===== src/l2_pkg.sv =====
package l2_pkg;

  // Widths of the request front-end
  localparam int SRC_ID_W  = 2;
  localparam int PADDR_W   = 32;
  localparam int REQ_TAG_W = 4;
  localparam int L2_TAG_W  = SRC_ID_W + REQ_TAG_W;

  typedef enum logic [1:0] {
    CMD_RD = 2'd0,
    CMD_WR = 2'd1
  } mem_cmd_t;

  // Code 3 is not assigned to any requester
  typedef enum logic [SRC_ID_W-1:0] {
    SRC_IC  = 2'd0,
    SRC_L1D = 2'd1,
    SRC_PTW = 2'd2
  } src_id_t;

  // -------------------------------------------------------------------
  // Tag helpers, source id sits in the top bits
  // -------------------------------------------------------------------
  function automatic logic [L2_TAG_W-1:0] l2_tag_make(
      input src_id_t src,
      input logic [REQ_TAG_W-1:0] tag
  );
    l2_tag_make = {src, tag};
  endfunction

  function automatic src_id_t l2_tag_src(input logic [L2_TAG_W-1:0] tag);
    l2_tag_src = src_id_t'(tag[L2_TAG_W-1 -: SRC_ID_W]);
  endfunction

  function automatic logic [REQ_TAG_W-1:0] l2_tag_req(input logic [L2_TAG_W-1:0] tag);
    l2_tag_req = tag[REQ_TAG_W-1:0];
  endfunction

endpackage


===== src/l2_req_arbiter.sv =====
module l2_req_arbiter
  import l2_pkg::*;
#(
    parameter int DATA_W = 64,
    localparam int BE_W = DATA_W / 8
) (
    input  logic                 i_clk,
    input  logic                 i_rst_n,

    input  logic                 i_ic_req_valid,
    input  mem_cmd_t             i_ic_req_cmd,
    input  logic [PADDR_W-1:0]   i_ic_req_addr,
    input  logic [REQ_TAG_W-1:0] i_ic_req_tag,
    input  logic [DATA_W-1:0]    i_ic_req_data,
    input  logic [BE_W-1:0]      i_ic_req_byte_en,
    output logic                 o_ic_req_ready,

    input  logic                 i_l1d_req_valid,
    input  mem_cmd_t             i_l1d_req_cmd,
    input  logic [PADDR_W-1:0]   i_l1d_req_addr,
    input  logic [REQ_TAG_W-1:0] i_l1d_req_tag,
    input  logic [DATA_W-1:0]    i_l1d_req_data,
    input  logic [BE_W-1:0]      i_l1d_req_byte_en,
    output logic                 o_l1d_req_ready,

    input  logic                 i_ptw_req_valid,
    input  mem_cmd_t             i_ptw_req_cmd,
    input  logic [PADDR_W-1:0]   i_ptw_req_addr,
    input  logic [REQ_TAG_W-1:0] i_ptw_req_tag,
    input  logic [DATA_W-1:0]    i_ptw_req_data,
    input  logic [BE_W-1:0]      i_ptw_req_byte_en,
    output logic                 o_ptw_req_ready,

    output logic                 o_arb_valid,
    output mem_cmd_t             o_arb_cmd,
    output logic [PADDR_W-1:0]   o_arb_addr,
    output logic [L2_TAG_W-1:0]  o_arb_tag,
    output logic [DATA_W-1:0]    o_arb_data,
    output logic [BE_W-1:0]      o_arb_byte_en,
    input  logic                 i_arb_ready
);

  logic [2:0] req_vld;
  src_id_t    rr_ptr;
  src_id_t    cand;
  src_id_t    grant_src;
  logic       grant_vld;
  logic       load;

  function automatic src_id_t next_src(input src_id_t s);
    case (s)
      SRC_IC:  next_src = SRC_L1D;
      SRC_L1D: next_src = SRC_PTW;
      default: next_src = SRC_IC;
    endcase
  endfunction

  assign req_vld = {i_ptw_req_valid, i_l1d_req_valid, i_ic_req_valid};

  // First valid source at or after the pointer
  always_comb begin
    cand      = rr_ptr;
    grant_vld = 1'b0;
    grant_src = rr_ptr;
    for (int i = 0; i < 3; i++) begin
      if (!grant_vld && req_vld[cand]) begin
        grant_vld = 1'b1;
        grant_src = cand;
      end
      cand = next_src(cand);
    end
  end

  // Register empty or draining this cycle
  assign load = grant_vld && (!o_arb_valid || i_arb_ready);

  assign o_ic_req_ready  = load && (grant_src == SRC_IC);
  assign o_l1d_req_ready = load && (grant_src == SRC_L1D);
  assign o_ptw_req_ready = load && (grant_src == SRC_PTW);

  always_ff @(posedge i_clk or negedge i_rst_n) begin
    if (!i_rst_n) begin
      o_arb_valid <= 1'b0;
      rr_ptr      <= SRC_IC;
    end else begin
      if (load) begin
        o_arb_valid <= 1'b1;
        rr_ptr      <= next_src(grant_src);
      end else if (i_arb_ready) begin
        o_arb_valid <= 1'b0;
      end
    end
  end

  always_ff @(posedge i_clk) begin
    if (load) begin
      case (grant_src)
        SRC_IC: begin
          o_arb_cmd     <= i_ic_req_cmd;
          o_arb_addr    <= i_ic_req_addr;
          o_arb_tag     <= l2_tag_make(SRC_IC, i_ic_req_tag);
          o_arb_data    <= i_ic_req_data;
          o_arb_byte_en <= i_ic_req_byte_en;
        end
        SRC_L1D: begin
          o_arb_cmd     <= i_l1d_req_cmd;
          o_arb_addr    <= i_l1d_req_addr;
          o_arb_tag     <= l2_tag_make(SRC_L1D, i_l1d_req_tag);
          o_arb_data    <= i_l1d_req_data;
          o_arb_byte_en <= i_l1d_req_byte_en;
        end
        default: begin
          o_arb_cmd     <= i_ptw_req_cmd;
          o_arb_addr    <= i_ptw_req_addr;
          o_arb_tag     <= l2_tag_make(SRC_PTW, i_ptw_req_tag);
          o_arb_data    <= i_ptw_req_data;
          o_arb_byte_en <= i_ptw_req_byte_en;
        end
      endcase
    end
  end

  a_one_ready : assert property (@(posedge i_clk) disable iff (!i_rst_n)
    $onehot0({o_ic_req_ready, o_l1d_req_ready, o_ptw_req_ready}));

  a_rst_idle : assert property (@(posedge i_clk) !i_rst_n |-> !o_arb_valid);

endmodule


===== src/l2_req_slice.sv =====
module l2_req_slice
  import l2_pkg::*;
#(
    parameter int DATA_W = 64,
    localparam int BE_W = DATA_W / 8
) (
    input  logic                i_clk,
    input  logic                i_rst_n,

    input  logic                i_arb_valid,
    input  mem_cmd_t            i_arb_cmd,
    input  logic [PADDR_W-1:0]  i_arb_addr,
    input  logic [L2_TAG_W-1:0] i_arb_tag,
    input  logic [DATA_W-1:0]   i_arb_data,
    input  logic [BE_W-1:0]     i_arb_byte_en,
    output logic                o_arb_ready,

    output logic                o_l2_req_valid,
    output mem_cmd_t            o_l2_req_cmd,
    output logic [PADDR_W-1:0]  o_l2_req_addr,
    output logic [L2_TAG_W-1:0] o_l2_req_tag,
    output logic [DATA_W-1:0]   o_l2_req_data,
    output logic [BE_W-1:0]     o_l2_req_byte_en,
    input  logic                i_l2_req_ready
);

  // Skid entry holds the one item caught by a stall
  logic                skid_vld;
  mem_cmd_t            skid_cmd;
  logic [PADDR_W-1:0]  skid_addr;
  logic [L2_TAG_W-1:0] skid_tag;
  logic [DATA_W-1:0]   skid_data;
  logic [BE_W-1:0]     skid_byte_en;

  logic in_fire;
  logic out_open;

  // Ready comes from a flop only
  assign o_arb_ready = !skid_vld;
  assign in_fire     = i_arb_valid && o_arb_ready;
  assign out_open    = !o_l2_req_valid || i_l2_req_ready;

  always_ff @(posedge i_clk or negedge i_rst_n) begin
    if (!i_rst_n) begin
      o_l2_req_valid <= 1'b0;
      skid_vld       <= 1'b0;
    end else if (out_open) begin
      o_l2_req_valid <= skid_vld || in_fire;
      skid_vld       <= 1'b0;
    end else if (in_fire) begin
      skid_vld <= 1'b1;
    end
  end

  always_ff @(posedge i_clk) begin
    if (out_open && skid_vld) begin
      o_l2_req_cmd     <= skid_cmd;
      o_l2_req_addr    <= skid_addr;
      o_l2_req_tag     <= skid_tag;
      o_l2_req_data    <= skid_data;
      o_l2_req_byte_en <= skid_byte_en;
    end else if (out_open && in_fire) begin
      o_l2_req_cmd     <= i_arb_cmd;
      o_l2_req_addr    <= i_arb_addr;
      o_l2_req_tag     <= i_arb_tag;
      o_l2_req_data    <= i_arb_data;
      o_l2_req_byte_en <= i_arb_byte_en;
    end
    if (!out_open && in_fire) begin
      skid_cmd     <= i_arb_cmd;
      skid_addr    <= i_arb_addr;
      skid_tag     <= i_arb_tag;
      skid_data    <= i_arb_data;
      skid_byte_en <= i_arb_byte_en;
    end
  end

  a_hold : assert property (@(posedge i_clk) disable iff (!i_rst_n)
    o_l2_req_valid && !i_l2_req_ready |=> o_l2_req_valid &&
      $stable({o_l2_req_cmd, o_l2_req_addr, o_l2_req_tag, o_l2_req_data, o_l2_req_byte_en}));

endmodule


===== src/l2_resp_router.sv =====
module l2_resp_router
  import l2_pkg::*;
#(
    parameter int DATA_W = 64
) (
    input  logic                 i_clk,
    input  logic                 i_rst_n,

    input  logic                 i_l2_resp_valid,
    input  logic [L2_TAG_W-1:0]  i_l2_resp_tag,
    input  logic [DATA_W-1:0]    i_l2_resp_data,
    output logic                 o_l2_resp_ready,

    output logic                 o_ic_resp_valid,
    output logic [REQ_TAG_W-1:0] o_ic_resp_tag,
    output logic [DATA_W-1:0]    o_ic_resp_data,
    input  logic                 i_ic_resp_ready,

    output logic                 o_l1d_resp_valid,
    output logic [REQ_TAG_W-1:0] o_l1d_resp_tag,
    output logic [DATA_W-1:0]    o_l1d_resp_data,
    input  logic                 i_l1d_resp_ready,

    output logic                 o_ptw_resp_valid,
    output logic [REQ_TAG_W-1:0] o_ptw_resp_tag,
    output logic [DATA_W-1:0]    o_ptw_resp_data,
    input  logic                 i_ptw_resp_ready
);

  logic                ent_vld;
  logic [L2_TAG_W-1:0] ent_tag;
  logic [DATA_W-1:0]   ent_data;
  src_id_t             ent_src;
  logic                dst_ready;
  logic                ent_take;
  logic                resp_fire;

  assign ent_src = l2_tag_src(ent_tag);

  always_comb begin
    case (ent_src)
      SRC_IC:  dst_ready = i_ic_resp_ready;
      SRC_L1D: dst_ready = i_l1d_resp_ready;
      SRC_PTW: dst_ready = i_ptw_resp_ready;
      default: dst_ready = 1'b0;
    endcase
  end

  assign ent_take        = ent_vld && dst_ready;
  assign o_l2_resp_ready = !ent_vld || ent_take;
  assign resp_fire       = i_l2_resp_valid && o_l2_resp_ready;

  always_ff @(posedge i_clk or negedge i_rst_n) begin
    if (!i_rst_n) begin
      ent_vld <= 1'b0;
    end else begin
      ent_vld <= resp_fire || (ent_vld && !ent_take);
    end
  end

  always_ff @(posedge i_clk) begin
    if (resp_fire) begin
      ent_tag  <= i_l2_resp_tag;
      ent_data <= i_l2_resp_data;
    end
  end

  // Only the named requester sees valid
  assign o_ic_resp_valid  = ent_vld && (ent_src == SRC_IC);
  assign o_l1d_resp_valid = ent_vld && (ent_src == SRC_L1D);
  assign o_ptw_resp_valid = ent_vld && (ent_src == SRC_PTW);

  assign o_ic_resp_tag  = l2_tag_req(ent_tag);
  assign o_l1d_resp_tag = l2_tag_req(ent_tag);
  assign o_ptw_resp_tag = l2_tag_req(ent_tag);

  assign o_ic_resp_data  = ent_data;
  assign o_l1d_resp_data = ent_data;
  assign o_ptw_resp_data = ent_data;

  a_src_known : assert property (@(posedge i_clk) disable iff (!i_rst_n)
    resp_fire |-> l2_tag_src(i_l2_resp_tag) inside {SRC_IC, SRC_L1D, SRC_PTW});

endmodule


===== src/tile_l2_wrapper.sv =====
module tile_l2_wrapper
  import l2_pkg::*;
#(
    parameter int DATA_W = 64,
    localparam int BE_W = DATA_W / 8
) (
    input  logic                 i_clk,
    input  logic                 i_rst_n,

    // ICache
    input  logic                 i_ic_req_valid,
    input  mem_cmd_t             i_ic_req_cmd,
    input  logic [PADDR_W-1:0]   i_ic_req_addr,
    input  logic [REQ_TAG_W-1:0] i_ic_req_tag,
    input  logic [DATA_W-1:0]    i_ic_req_data,
    input  logic [BE_W-1:0]      i_ic_req_byte_en,
    output logic                 o_ic_req_ready,
    output logic                 o_ic_resp_valid,
    output logic [REQ_TAG_W-1:0] o_ic_resp_tag,
    output logic [DATA_W-1:0]    o_ic_resp_data,
    input  logic                 i_ic_resp_ready,

    // L1D
    input  logic                 i_l1d_req_valid,
    input  mem_cmd_t             i_l1d_req_cmd,
    input  logic [PADDR_W-1:0]   i_l1d_req_addr,
    input  logic [REQ_TAG_W-1:0] i_l1d_req_tag,
    input  logic [DATA_W-1:0]    i_l1d_req_data,
    input  logic [BE_W-1:0]      i_l1d_req_byte_en,
    output logic                 o_l1d_req_ready,
    output logic                 o_l1d_resp_valid,
    output logic [REQ_TAG_W-1:0] o_l1d_resp_tag,
    output logic [DATA_W-1:0]    o_l1d_resp_data,
    input  logic                 i_l1d_resp_ready,

    // Page table walker
    input  logic                 i_ptw_req_valid,
    input  mem_cmd_t             i_ptw_req_cmd,
    input  logic [PADDR_W-1:0]   i_ptw_req_addr,
    input  logic [REQ_TAG_W-1:0] i_ptw_req_tag,
    input  logic [DATA_W-1:0]    i_ptw_req_data,
    input  logic [BE_W-1:0]      i_ptw_req_byte_en,
    output logic                 o_ptw_req_ready,
    output logic                 o_ptw_resp_valid,
    output logic [REQ_TAG_W-1:0] o_ptw_resp_tag,
    output logic [DATA_W-1:0]    o_ptw_resp_data,
    input  logic                 i_ptw_resp_ready,

    // L2 side
    output logic                 o_l2_req_valid,
    output mem_cmd_t             o_l2_req_cmd,
    output logic [PADDR_W-1:0]   o_l2_req_addr,
    output logic [L2_TAG_W-1:0]  o_l2_req_tag,
    output logic [DATA_W-1:0]    o_l2_req_data,
    output logic [BE_W-1:0]      o_l2_req_byte_en,
    input  logic                 i_l2_req_ready,
    input  logic                 i_l2_resp_valid,
    input  logic [L2_TAG_W-1:0]  i_l2_resp_tag,
    input  logic [DATA_W-1:0]    i_l2_resp_data,
    output logic                 o_l2_resp_ready
);

  logic                arb_valid;
  mem_cmd_t            arb_cmd;
  logic [PADDR_W-1:0]  arb_addr;
  logic [L2_TAG_W-1:0] arb_tag;
  logic [DATA_W-1:0]   arb_data;
  logic [BE_W-1:0]     arb_byte_en;
  logic                arb_ready;

  // ---------------------------------------------------------------------
  // Request side
  // ---------------------------------------------------------------------
  l2_req_arbiter #(
      .DATA_W(DATA_W)
  ) u_l2_req_arbiter (
      .i_clk            (i_clk),
      .i_rst_n          (i_rst_n),
      .i_ic_req_valid   (i_ic_req_valid),
      .i_ic_req_cmd     (i_ic_req_cmd),
      .i_ic_req_addr    (i_ic_req_addr),
      .i_ic_req_tag     (i_ic_req_tag),
      .i_ic_req_data    (i_ic_req_data),
      .i_ic_req_byte_en (i_ic_req_byte_en),
      .o_ic_req_ready   (o_ic_req_ready),
      .i_l1d_req_valid  (i_l1d_req_valid),
      .i_l1d_req_cmd    (i_l1d_req_cmd),
      .i_l1d_req_addr   (i_l1d_req_addr),
      .i_l1d_req_tag    (i_l1d_req_tag),
      .i_l1d_req_data   (i_l1d_req_data),
      .i_l1d_req_byte_en(i_l1d_req_byte_en),
      .o_l1d_req_ready  (o_l1d_req_ready),
      .i_ptw_req_valid  (i_ptw_req_valid),
      .i_ptw_req_cmd    (i_ptw_req_cmd),
      .i_ptw_req_addr   (i_ptw_req_addr),
      .i_ptw_req_tag    (i_ptw_req_tag),
      .i_ptw_req_data   (i_ptw_req_data),
      .i_ptw_req_byte_en(i_ptw_req_byte_en),
      .o_ptw_req_ready  (o_ptw_req_ready),
      .o_arb_valid      (arb_valid),
      .o_arb_cmd        (arb_cmd),
      .o_arb_addr       (arb_addr),
      .o_arb_tag        (arb_tag),
      .o_arb_data       (arb_data),
      .o_arb_byte_en    (arb_byte_en),
      .i_arb_ready      (arb_ready)
  );

  l2_req_slice #(
      .DATA_W(DATA_W)
  ) u_l2_req_slice (
      .i_clk           (i_clk),
      .i_rst_n         (i_rst_n),
      .i_arb_valid     (arb_valid),
      .i_arb_cmd       (arb_cmd),
      .i_arb_addr      (arb_addr),
      .i_arb_tag       (arb_tag),
      .i_arb_data      (arb_data),
      .i_arb_byte_en   (arb_byte_en),
      .o_arb_ready     (arb_ready),
      .o_l2_req_valid  (o_l2_req_valid),
      .o_l2_req_cmd    (o_l2_req_cmd),
      .o_l2_req_addr   (o_l2_req_addr),
      .o_l2_req_tag    (o_l2_req_tag),
      .o_l2_req_data   (o_l2_req_data),
      .o_l2_req_byte_en(o_l2_req_byte_en),
      .i_l2_req_ready  (i_l2_req_ready)
  );

  // ---------------------------------------------------------------------
  // Response side
  // ---------------------------------------------------------------------
  l2_resp_router #(
      .DATA_W(DATA_W)
  ) u_l2_resp_router (
      .i_clk           (i_clk),
      .i_rst_n         (i_rst_n),
      .i_l2_resp_valid (i_l2_resp_valid),
      .i_l2_resp_tag   (i_l2_resp_tag),
      .i_l2_resp_data  (i_l2_resp_data),
      .o_l2_resp_ready (o_l2_resp_ready),
      .o_ic_resp_valid (o_ic_resp_valid),
      .o_ic_resp_tag   (o_ic_resp_tag),
      .o_ic_resp_data  (o_ic_resp_data),
      .i_ic_resp_ready (i_ic_resp_ready),
      .o_l1d_resp_valid(o_l1d_resp_valid),
      .o_l1d_resp_tag  (o_l1d_resp_tag),
      .o_l1d_resp_data (o_l1d_resp_data),
      .i_l1d_resp_ready(i_l1d_resp_ready),
      .o_ptw_resp_valid(o_ptw_resp_valid),
      .o_ptw_resp_tag  (o_ptw_resp_tag),
      .o_ptw_resp_data (o_ptw_resp_data),
      .i_ptw_resp_ready(i_ptw_resp_ready)
  );

endmodule


===== config.mk =====
export PLATFORM = sky130hd
export DESIGN_NAME = tile_l2_wrapper
export DESIGN_NICKNAME = d
export VERILOG_FILES = /design/src/l2_pkg.sv /design/src/l2_req_arbiter.sv /design/src/l2_req_slice.sv /design/src/l2_resp_router.sv /design/src/tile_l2_wrapper.sv
export SDC_FILE = /design/constraint.sdc
export NUM_CORES = 1
export LEC_CHECK = 0
export ABC_AREA = 0
export BUFFER_PORTS_ARGS = -buffer_cell sky130_fd_sc_hd__buf_2
export CORE_AREA = 2 2 287 289
export DETAILED_ROUTE_END_ITERATION = 8
export DIE_AREA = 0 0 289 291
export MAX_ROUTING_LAYER = met4
export PLACE_DENSITY = 0.45
export SYNTH_ARGS = -nofsm -noshare
export SYNTH_HDL_FRONTEND = slang
export SYNTH_SLANG_ARGS = --single-unit

===== constraint.sdc =====
create_clock -name i_clk -period 23.8 [get_ports i_clk]
set_input_delay 2.38 -clock i_clk [delete_from_list [all_inputs] [get_ports i_clk]]
set_output_delay 2.38 -clock i_clk [all_outputs]
set_load 0.1 [all_outputs]

==> metrics.md, run 1 <==
| Metric | Value |
|---|---|
| Status | `complete, no violations` |
| R2r setup slk | `between 20 and 25 ns` |
| Fmax | `around 150 MHz` |
| CP startpoint kind | `primary input` |
| Critical Path End Type | `output port` |
| Worst clock skew | `between 0.02 and 0.025 ns` |
| Final min period | `approximately 6.5 ns` |
| Synth async-reset ratio | `1.46%` |
| Unrepaired setup endpoints after global routing | `false` |
| Worst Setup SP | `i_l1d_req_valid` |
| Max_cap viols | `0` |
| Clk slew on worst S/H paths | `approximately 0.06 ns` |
| R2R depth | `5` |
| Post-route ant nets | `0` |
| Power per cell area | `around 110 mW/mm^2` |
| Final WL | `~57000 um` |
| Root Buffer | `clkbuf_16` |
| CP arrival | `about 4.2 ns` |
| Setup TNS | `0 ns` |
| CP Capture Point | `o_l1d_req_ready` |
| Final GP Congestion | `roughly 0.86` |
| Num CTS Buffers | `49` |
| Final hold slack | `between 0.4 and 0.5 ns` |
| Final worst path period share | `between 20% and 30%` |
| Via count | `around 11000` |
| GRT overflow | `0` |
| Starting density of the core | `between 20% and 30%` |
| Endpoints failing setup | `0` |
| Hold_buf cts | `0` |
| Share of layout cells above drive strength 1 | `around 58%` |
| Clk_lat worst skew | `0.58 ns` |
| Post-synthesis mux area share | `7.54%` |
| Hpwl dp | `roughly 42000 um` |
| Yosys warning count | `0` |
| Syn_nets | `about 1400` |
| Core area | `0.0812 mm^2` |
| Area Overhead vs Synth | `30.9%` |
| Hold Path Class | `reg2reg` |
| Post-Synth Simple-Gate Area | `0.845%` |
| Clk sinks | `~410` |
| Initial antenna violation count | `7` |
| R2r startpoint | `u_l2_req_arbiter.rr_ptr[0]` |
| Largest family of logic cells by synthesized area | `compound AO/OA/AOI/OAI gates` |
| Most common cell after layout, fill and taps aside | `buf_2` |
| Die Wd | `289 um` |
| Clock buffer depth | `3` |
| Post-Synthesis Cells | `about 1000` |
| Compound-Gate Fraction of Synth Area | `a little under an eighth` |
| Netlist cell types | `30` |
| Leak | `8.84 nW` |
| Synthesized area per cell | `around 17 um^2` |
| Vias in the first global route | `between 10000 and 15000` |
| Count of final hold-check violations | `0` |
| Most frequent cells in the layout | `733 x buf_2, 406 x edfxtp_1, 114 x mux2_2` |
| DR vias/cell | `between 4 and 5` |
| Worst slew pin tran | `1.06 ns` |
| VDD IR max | `between 0.00004 and 0.00005 V` |
| Post-synth EDFFs | `between 400 and 500` |
| Register area share after synthesis | `a little under three quarters` |
| PostCTS Resize Cnt | `0` |
| Placed Area | `0.0210 mm^2` |
| Mapped Area | `roughly 0.017 mm^2` |
| GRT Overall Usage | `13.3%` |
| Slew margin rel. | `approximately 29%` |
| Adder-cell share of the synthesized area | `0%` |
| PortBufs | `~730` |
| Post-CTS Repair Setup Buffers | `0` |
| DR WL/cell | `~21 um` |
| First-pass DRT Iterations | `5` |
| Standard-cell rows | `between 100 and 150` |
| First-pass GRT wire length | `79900 um` |
| Ports | `roughly 730` |
| Crit Reg-Reg Endpoint | `u_l2_req_arbiter.o_arb_data[39]` |
| Largest net degree at the start of global routing | `95` |
| Final Instance Area | `0.0225 mm^2` |
| WS Path Type | `in2out` |
| H-tree Lvls | `2` |
| Seq cells post-synth | `412` |
| Worst Path Max Fanout | `7` |
| Die Area | `between 0.08 and 0.09 mm^2` |
| Count of pins over their slew limit | `0` |
| Synth Area in XOR/XNOR | `0%` |
| CTS tree | `built` |
| Residual DRC | `0` |
| Final layout net count | `around 2000` |
| Synth Flop Type | `edfxtp_1` |
| Worst path required time | `21.42 ns` |
| DR iter-0 viols | `~550` |
| Die Height | `slightly below 300 um` |
[Yosys cell counts, types with 2 or more instances]
cell / number / share of area, %
nor2b_1: 2 / 0.073
a221o_1: 110 / 6.4
nor2_1: 4 / 0.087
a21oi_1: 3 / 0.087
a21boi_0: 109 / 4.8
buf_2: 38 / 1.1
mux2_2: 114 / 7.5
buf_4: 141 / 6.2
nand2b_1: 5 / 0.18
clkbuf_1: 17 / 0.37
buf_6: 4 / 0.26
dfrtp_1: 6 / 0.87
and3b_1: 2 / 0.10
edfxtp_1: 406 / 71
a21boi_1: 3 / 0.13
nand2_1: 8 / 0.17
nor3b_1: 2 / 0.087
inv_1: 2 / 0.044
[report_power, final]
part | switching [mW] | leakage [nW] | internal, mW
Clock | 0.305 | 0.726 | 0.402
Combinational | 0.648 | 4.15 | 0.184
Sequential | 0.0537 | 3.96 | 0.986
Total | 1.01 | 8.84 | 1.57
[critical path, stage by stage]
cell	delay (ns)
buf_2	0.17
nor2_1	0.09
a21boi_0	0.14
nand2b_1	0.35
a21oi_1	0.49
buf_2	0.52
[through the flow]
stage	total power [mW]	utilization (%)	setup slack, ns	std cells
floorplan	1.71	-	12.29	988
global placement	1.89	25.8	17.16	2603
detailed placement	1.90	25.8	17.14	2603
CTS	2.62	27.7	17.14	2693
global route	2.69	27.7	17.08	2698
finish	2.58	27.7	17.27	2699
[state kept, by name (all words and copies together) (netlist names), 32 cells and up]
signal / cells
u_l2_resp_router.o_ic_resp_data: 64
u_l2_req_slice.skid_addr: 32
u_l2_req_slice.o_l2_req_addr: 32
u_l2_req_slice.o_l2_req_data: 64
u_l2_req_slice.skid_data: 64
u_l2_req_arbiter.o_arb_addr: 32
u_l2_req_arbiter.o_arb_data: 64
[logic make-up after synthesis]
group                  count (synthesis)
DFF                                  412
AOI/OAI and AO/OA                    232
buffers and inverters                202
muxes                                115
and+or+nand+nor                       27
[how the worst min path moves through the flow]
| stage | start | to | slack [ns] | depth (start not counted) |
|---|---|---|---|---|
| 2_1_floorplan | u_l2_req_arbiter.o_arb_addr[0] | u_l2_req_slice.skid_addr[0] | 0.42 | 0 |
| 3_3_place_gp | u_l2_req_arbiter.o_arb_data[32] | u_l2_req_slice.skid_data[32] | 0.43 | 0 |
| 3_5_place_dp | u_l2_req_arbiter.o_arb_addr[0] | u_l2_req_slice.skid_addr[0] | 0.43 | 0 |
| 4_1_cts | u_l2_req_arbiter.o_arb_addr[10] | u_l2_req_slice.skid_addr[10] | 0.44 | 0 |
| 5_1_grt | u_l2_req_arbiter.o_arb_addr[10] | u_l2_req_slice.skid_addr[10] | 0.45 | 0 |
| 6_report | u_l2_req_arbiter.o_arb_addr[10] | u_l2_req_slice.skid_addr[10] | 0.43 | 0 |
[layout make-up]
type	count	area (um^2)
clock buffers	62	1270
diodes	6	15.0
clock inverters	28	220
inverters	2	12.5
well taps	1070	1340
multi-input cells	374	3500
flip-flops and latches	412	12300
repair buffers	745	3760
fillers	8406	58700
[layer usage]
layer,GRT usage [%],part of all wire [%],vias up
met2,23.7,53,460
met4,5.07,3.3,0
met1,14.6,38,5637
met5,-,0,-
li1,-,-,5012
met3,2.65,5.9,75
Note: power is estimated with default switching activity, not from simulation.
==> inputs of run 2 (changes only) <==
--- a/config.mk
+++ b/config.mk
@@ -5,13 +5,13 @@
 export SDC_FILE = /design/constraint.sdc
 export NUM_CORES = 1
 export LEC_CHECK = 0
-export ABC_AREA = 0
+export ABC_AREA = 1
 export BUFFER_PORTS_ARGS = -buffer_cell sky130_fd_sc_hd__buf_2
-export CORE_AREA = 2 2 287 289
+export CORE_AREA = 2 2 288 290
 export DETAILED_ROUTE_END_ITERATION = 8
-export DIE_AREA = 0 0 289 291
+export DIE_AREA = 0 0 290 292
 export MAX_ROUTING_LAYER = met4
-export PLACE_DENSITY = 0.45
+export PLACE_DENSITY = 0.47
 export SYNTH_ARGS = -nofsm -noshare
 export SYNTH_HDL_FRONTEND = slang
 export SYNTH_SLANG_ARGS = --single-unit
==> constraint.sdc (replaced) <==
create_clock -name i_clk -period 5.8 [get_ports i_clk]
set_input_delay 0.58 -clock i_clk [delete_from_list [all_inputs] [get_ports i_clk]]
set_output_delay 0.58 -clock i_clk [all_outputs]
set_load 0.1 [all_outputs]
==> run 2 against run 1 <==
  * Final cell count grew 9.8%
  * Final area grew 1.7%
  * Sequential power grew to 5.3 times the previous value
  * Clock skew is essentially flat
  * Routed wire length grew 17%
  * Via count grew 13%
  * Critical path depth grew 4
  * Area after synthesis grew 2.2%
==> metrics.md, run 2 <==
| Metric | Value |
|---|---|
| Status | `complete, no violations` |
| Final worst path period share | `70.0%` |
| Clk sinks | `between 400 and 500` |
| Clk_lat worst skew | `about 0.59 ns` |
| Die Area | `approximately 0.085 mm^2` |
| Tot Pwr | `16.1 mW` |
| Worst Setup SP | `u_l2_req_arbiter.rr_ptr[1]` |
| Worst Path Max Fanout | `just under 100` |
| Most frequent cells in the layout | `733 x buf_2, 406 x edfxtp_1, 343 x nand3_1` |
| Hold Path Class | `in2reg` |
| GRT overflow | `0` |
| Worst clock skew | `roughly 0.022 ns` |
| Endpoints failing setup | `0` |
| Hold path depth | `1` |
| Post-synth EDFFs | `roughly 410` |
| Final layout net count | `2259` |
| Mapped Area | `around 0.018 mm^2` |
| CTS tree | `built` |
| Commonest cells post-synth | `406 x edfxtp_1, 343 x nand3_1, 143 x buf_4, 140 x nand2_1, 112 x mux2_2` |
| Netlist cell types | `21` |
| Leak | `approximately 9.4 nW` |
| Fmax | `~250 MHz` |
| Area Overhead vs Synth | `30.2%` |
| DR WL/cell | `22.7 um` |
| Synth Flop Type | `edfxtp_1` |
| PortBufs | `approximately 730` |
| GRT Overall Usage | `between 10% and 20%` |
| CP Capture Point | `o_ptw_req_ready` |
| Synth async-reset ratio | `under 10%` |
| Root Buffer | `clkbuf_16` |
| R2R depth | `11` |
| CP arrival | `3.48 ns` |
| Final min period | `4.06 ns` |
| Num CTS Buffers | `49` |
| Die Wd | `~290 um` |
| Post-Synthesis Cells | `between 1000 and 1500` |
| Starting density of the core | `between 20 and 25%` |
| Worst slew pin tran | `~1.1 ns` |
| Standard-cell rows | `between 100 and 150` |
| Core area | `just over 0.08 mm^2` |
| Slew margin rel. | `between 20% and 30%` |
| DR iter-0 viols | `approximately 770` |
| Clock buffer depth | `3` |
| Register area share after synthesis | `70.4%` |
| First-pass DRT Iterations | `5` |
| DR vias/cell | `4.26` |
| First-pass GRT wire length | `just over 90000 um` |
| Power per cell area | `around 710 mW/mm^2` |
| Largest net degree at the start of global routing | `100` |
| Synthesized area per cell | `about 14 um^2` |
| VDD IR max | `between 0.0005 and 0.0006 V` |
| Via count | `~13000` |
| Filler instances | `8493` |
| Die Height | `about 290 um` |
| Setup TNS | `0 ns` |
| Post-route ant nets | `0` |
| Count of final hold-check violations | `0` |
| Pre-CTS setup slack | `between 2 and 2.5 ns` |
| Synth top area share | `between 60% and 70%` |
| Max_cap viols | `0` |
| Most common cell after layout, fill and taps aside | `buf_2` |
| CP startpoint kind | `flip-flop` |
| Clk slew on worst S/H paths | `~0.060 ns` |
| Post-CTS Repair Setup Buffers | `0` |
| Share of layout cells above drive strength 1 | `around half` |
| Initial antenna violation count | `9` |
| Seq cells post-synth | `between 400 and 500` |
| Setup WS post-layout | `~1.7 ns` |
| Residual DRC | `0` |
| Final WL | `~67000 um` |
| WS Path Type | `reg2out` |
| Syn_nets | `1675` |
| Yosys warning count | `0` |
| Most frequent cell after synthesis | `edfxtp_1` |
| Unrepaired setup endpoints after global routing | `false` |
| Hpwl dp | `~51000 um` |
| H-tree Lvls | `2` |
| Ports | `around 730` |
| Placed Area | `0.0212 mm^2` |
| Hold_buf cts | `1` |
| Crit Reg-Reg Endpoint | `u_l2_req_arbiter.o_arb_addr[14]` |
| Top cells by area, synth | `edfxtp_1 69%, nand3_1 9.8%, mux2_2 7.2%` |
| R2r setup slk | `approximately 2.4 ns` |
| Final GP Congestion | `about 1.1` |
| Final Instance Area | `~0.023 mm^2` |
| PostCTS Resize Cnt | `0` |
| Vias in the first global route | `12800` |
| Count of pins over their slew limit | `0` |
| Area leader, netlist | `edfxtp_1` |
| Final hold slack | `approximately 0.17 ns` |
| R2r startpoint | `u_l2_req_arbiter.rr_ptr[1]` |
| Worst path required time | `approximately 5.2 ns` |
| Critical Path End Type | `output port` |
-- run 2: changes by cell type after synthesis, sizes merged, moves of 5 or more --
cell | previous run | this run
buf | 183 | 205
clkbuf | 17 | 8
a221o | 110 | 0
inv | 2 | 18
nand2 | 8 | 141
nand2b | 5 | 0
nand3 | 1 | 344
nor2 | 4 | 15
a21boi | 112 | 0
-- run 2: worst min path at each step --
stage | from | endpoint | slack (ns)
floorplan | i_rst_n | u_l2_req_arbiter.o_arb_valid | 0.28
detailed placement | u_l2_req_arbiter.o_arb_addr[25] | u_l2_req_slice.skid_addr[25] | 0.43
global route | i_l2_resp_data[49] | u_l2_resp_router.o_ic_resp_data[49] | 0.14
CTS | i_l2_resp_data[19] | u_l2_resp_router.o_ic_resp_data[19] | 0.13
finish | i_l2_resp_data[19] | u_l2_resp_router.o_ic_resp_data[19] | 0.17
global placement | u_l2_req_arbiter.o_arb_data[24] | u_l2_req_slice.skid_data[24] | 0.43
-- run 2: cell families (layout without fill, tap and decap cells) --
family                 Yosys count  count (layout)  share of synthesized area (%)
multiplexers                   112             112                           7.19
other                            0               5                              0
AND/OR/NAND/NOR                506             506                           13.5
buffers and inverters          231             854                           8.89
flip-flops                     412             412                           70.4
AO/OA/AOI/OAI                    4               4                          0.114
-- run 2: power by group --
group | switching, mW | internal [mW]
clock network | 1.26 | 1.81
registers | 0.431 | 5.04
logic | 6.17 | 1.43
total | 7.86 | 8.29
-- run 2: final cells by class --
class                      instances  area [um^2]  share of cell area (%)
antenna                            5         12.5                  0.0548
clock buffer                      57         1260                    5.50
clock inverter                    33          322                    1.41
inverter                          18         77.6                   0.340
multi-input combinational        622         3700                    16.2
sequential                       412        12300                    54.0
tap                             1070         1340                    5.86
timing repair buffer             746         3790                    16.6
-- run 2: per-layer routing --
layer | track usage (%) | vias to the layer above | share of wire (%)
met5 | - | - | 0
met4 | 8.68 | 0 | 6.2
met3 | 4.16 | 145 | 6.8
met2 | 27.9 | 601 | 52
met1 | 16.0 | 6205 | 35
li1 | - | 5676 | -
-- run 2: metrics by stage --
stage	cells	util (%)
2_1_floorplan	1265	-
3_3_place_gp	2867	26.0
3_5_place_dp	2867	26.0
4_1_cts	2958	28.0
5_1_grt	2963	28.0
6_report	2963	28.0
-- run 2: worst max-delay path, stage by stage (launching register included) --
cell and delay (ns):
dfrtp_1 0.50, inv_4 0.13, nand2_1 0.08, nor2_1 0.16, a21oi_1 0.08, nand3_1 0.12, nand3_1 0.19, nand2_8 0.40
buf_4 0.76, nor2_1 0.10, buf_2 0.33
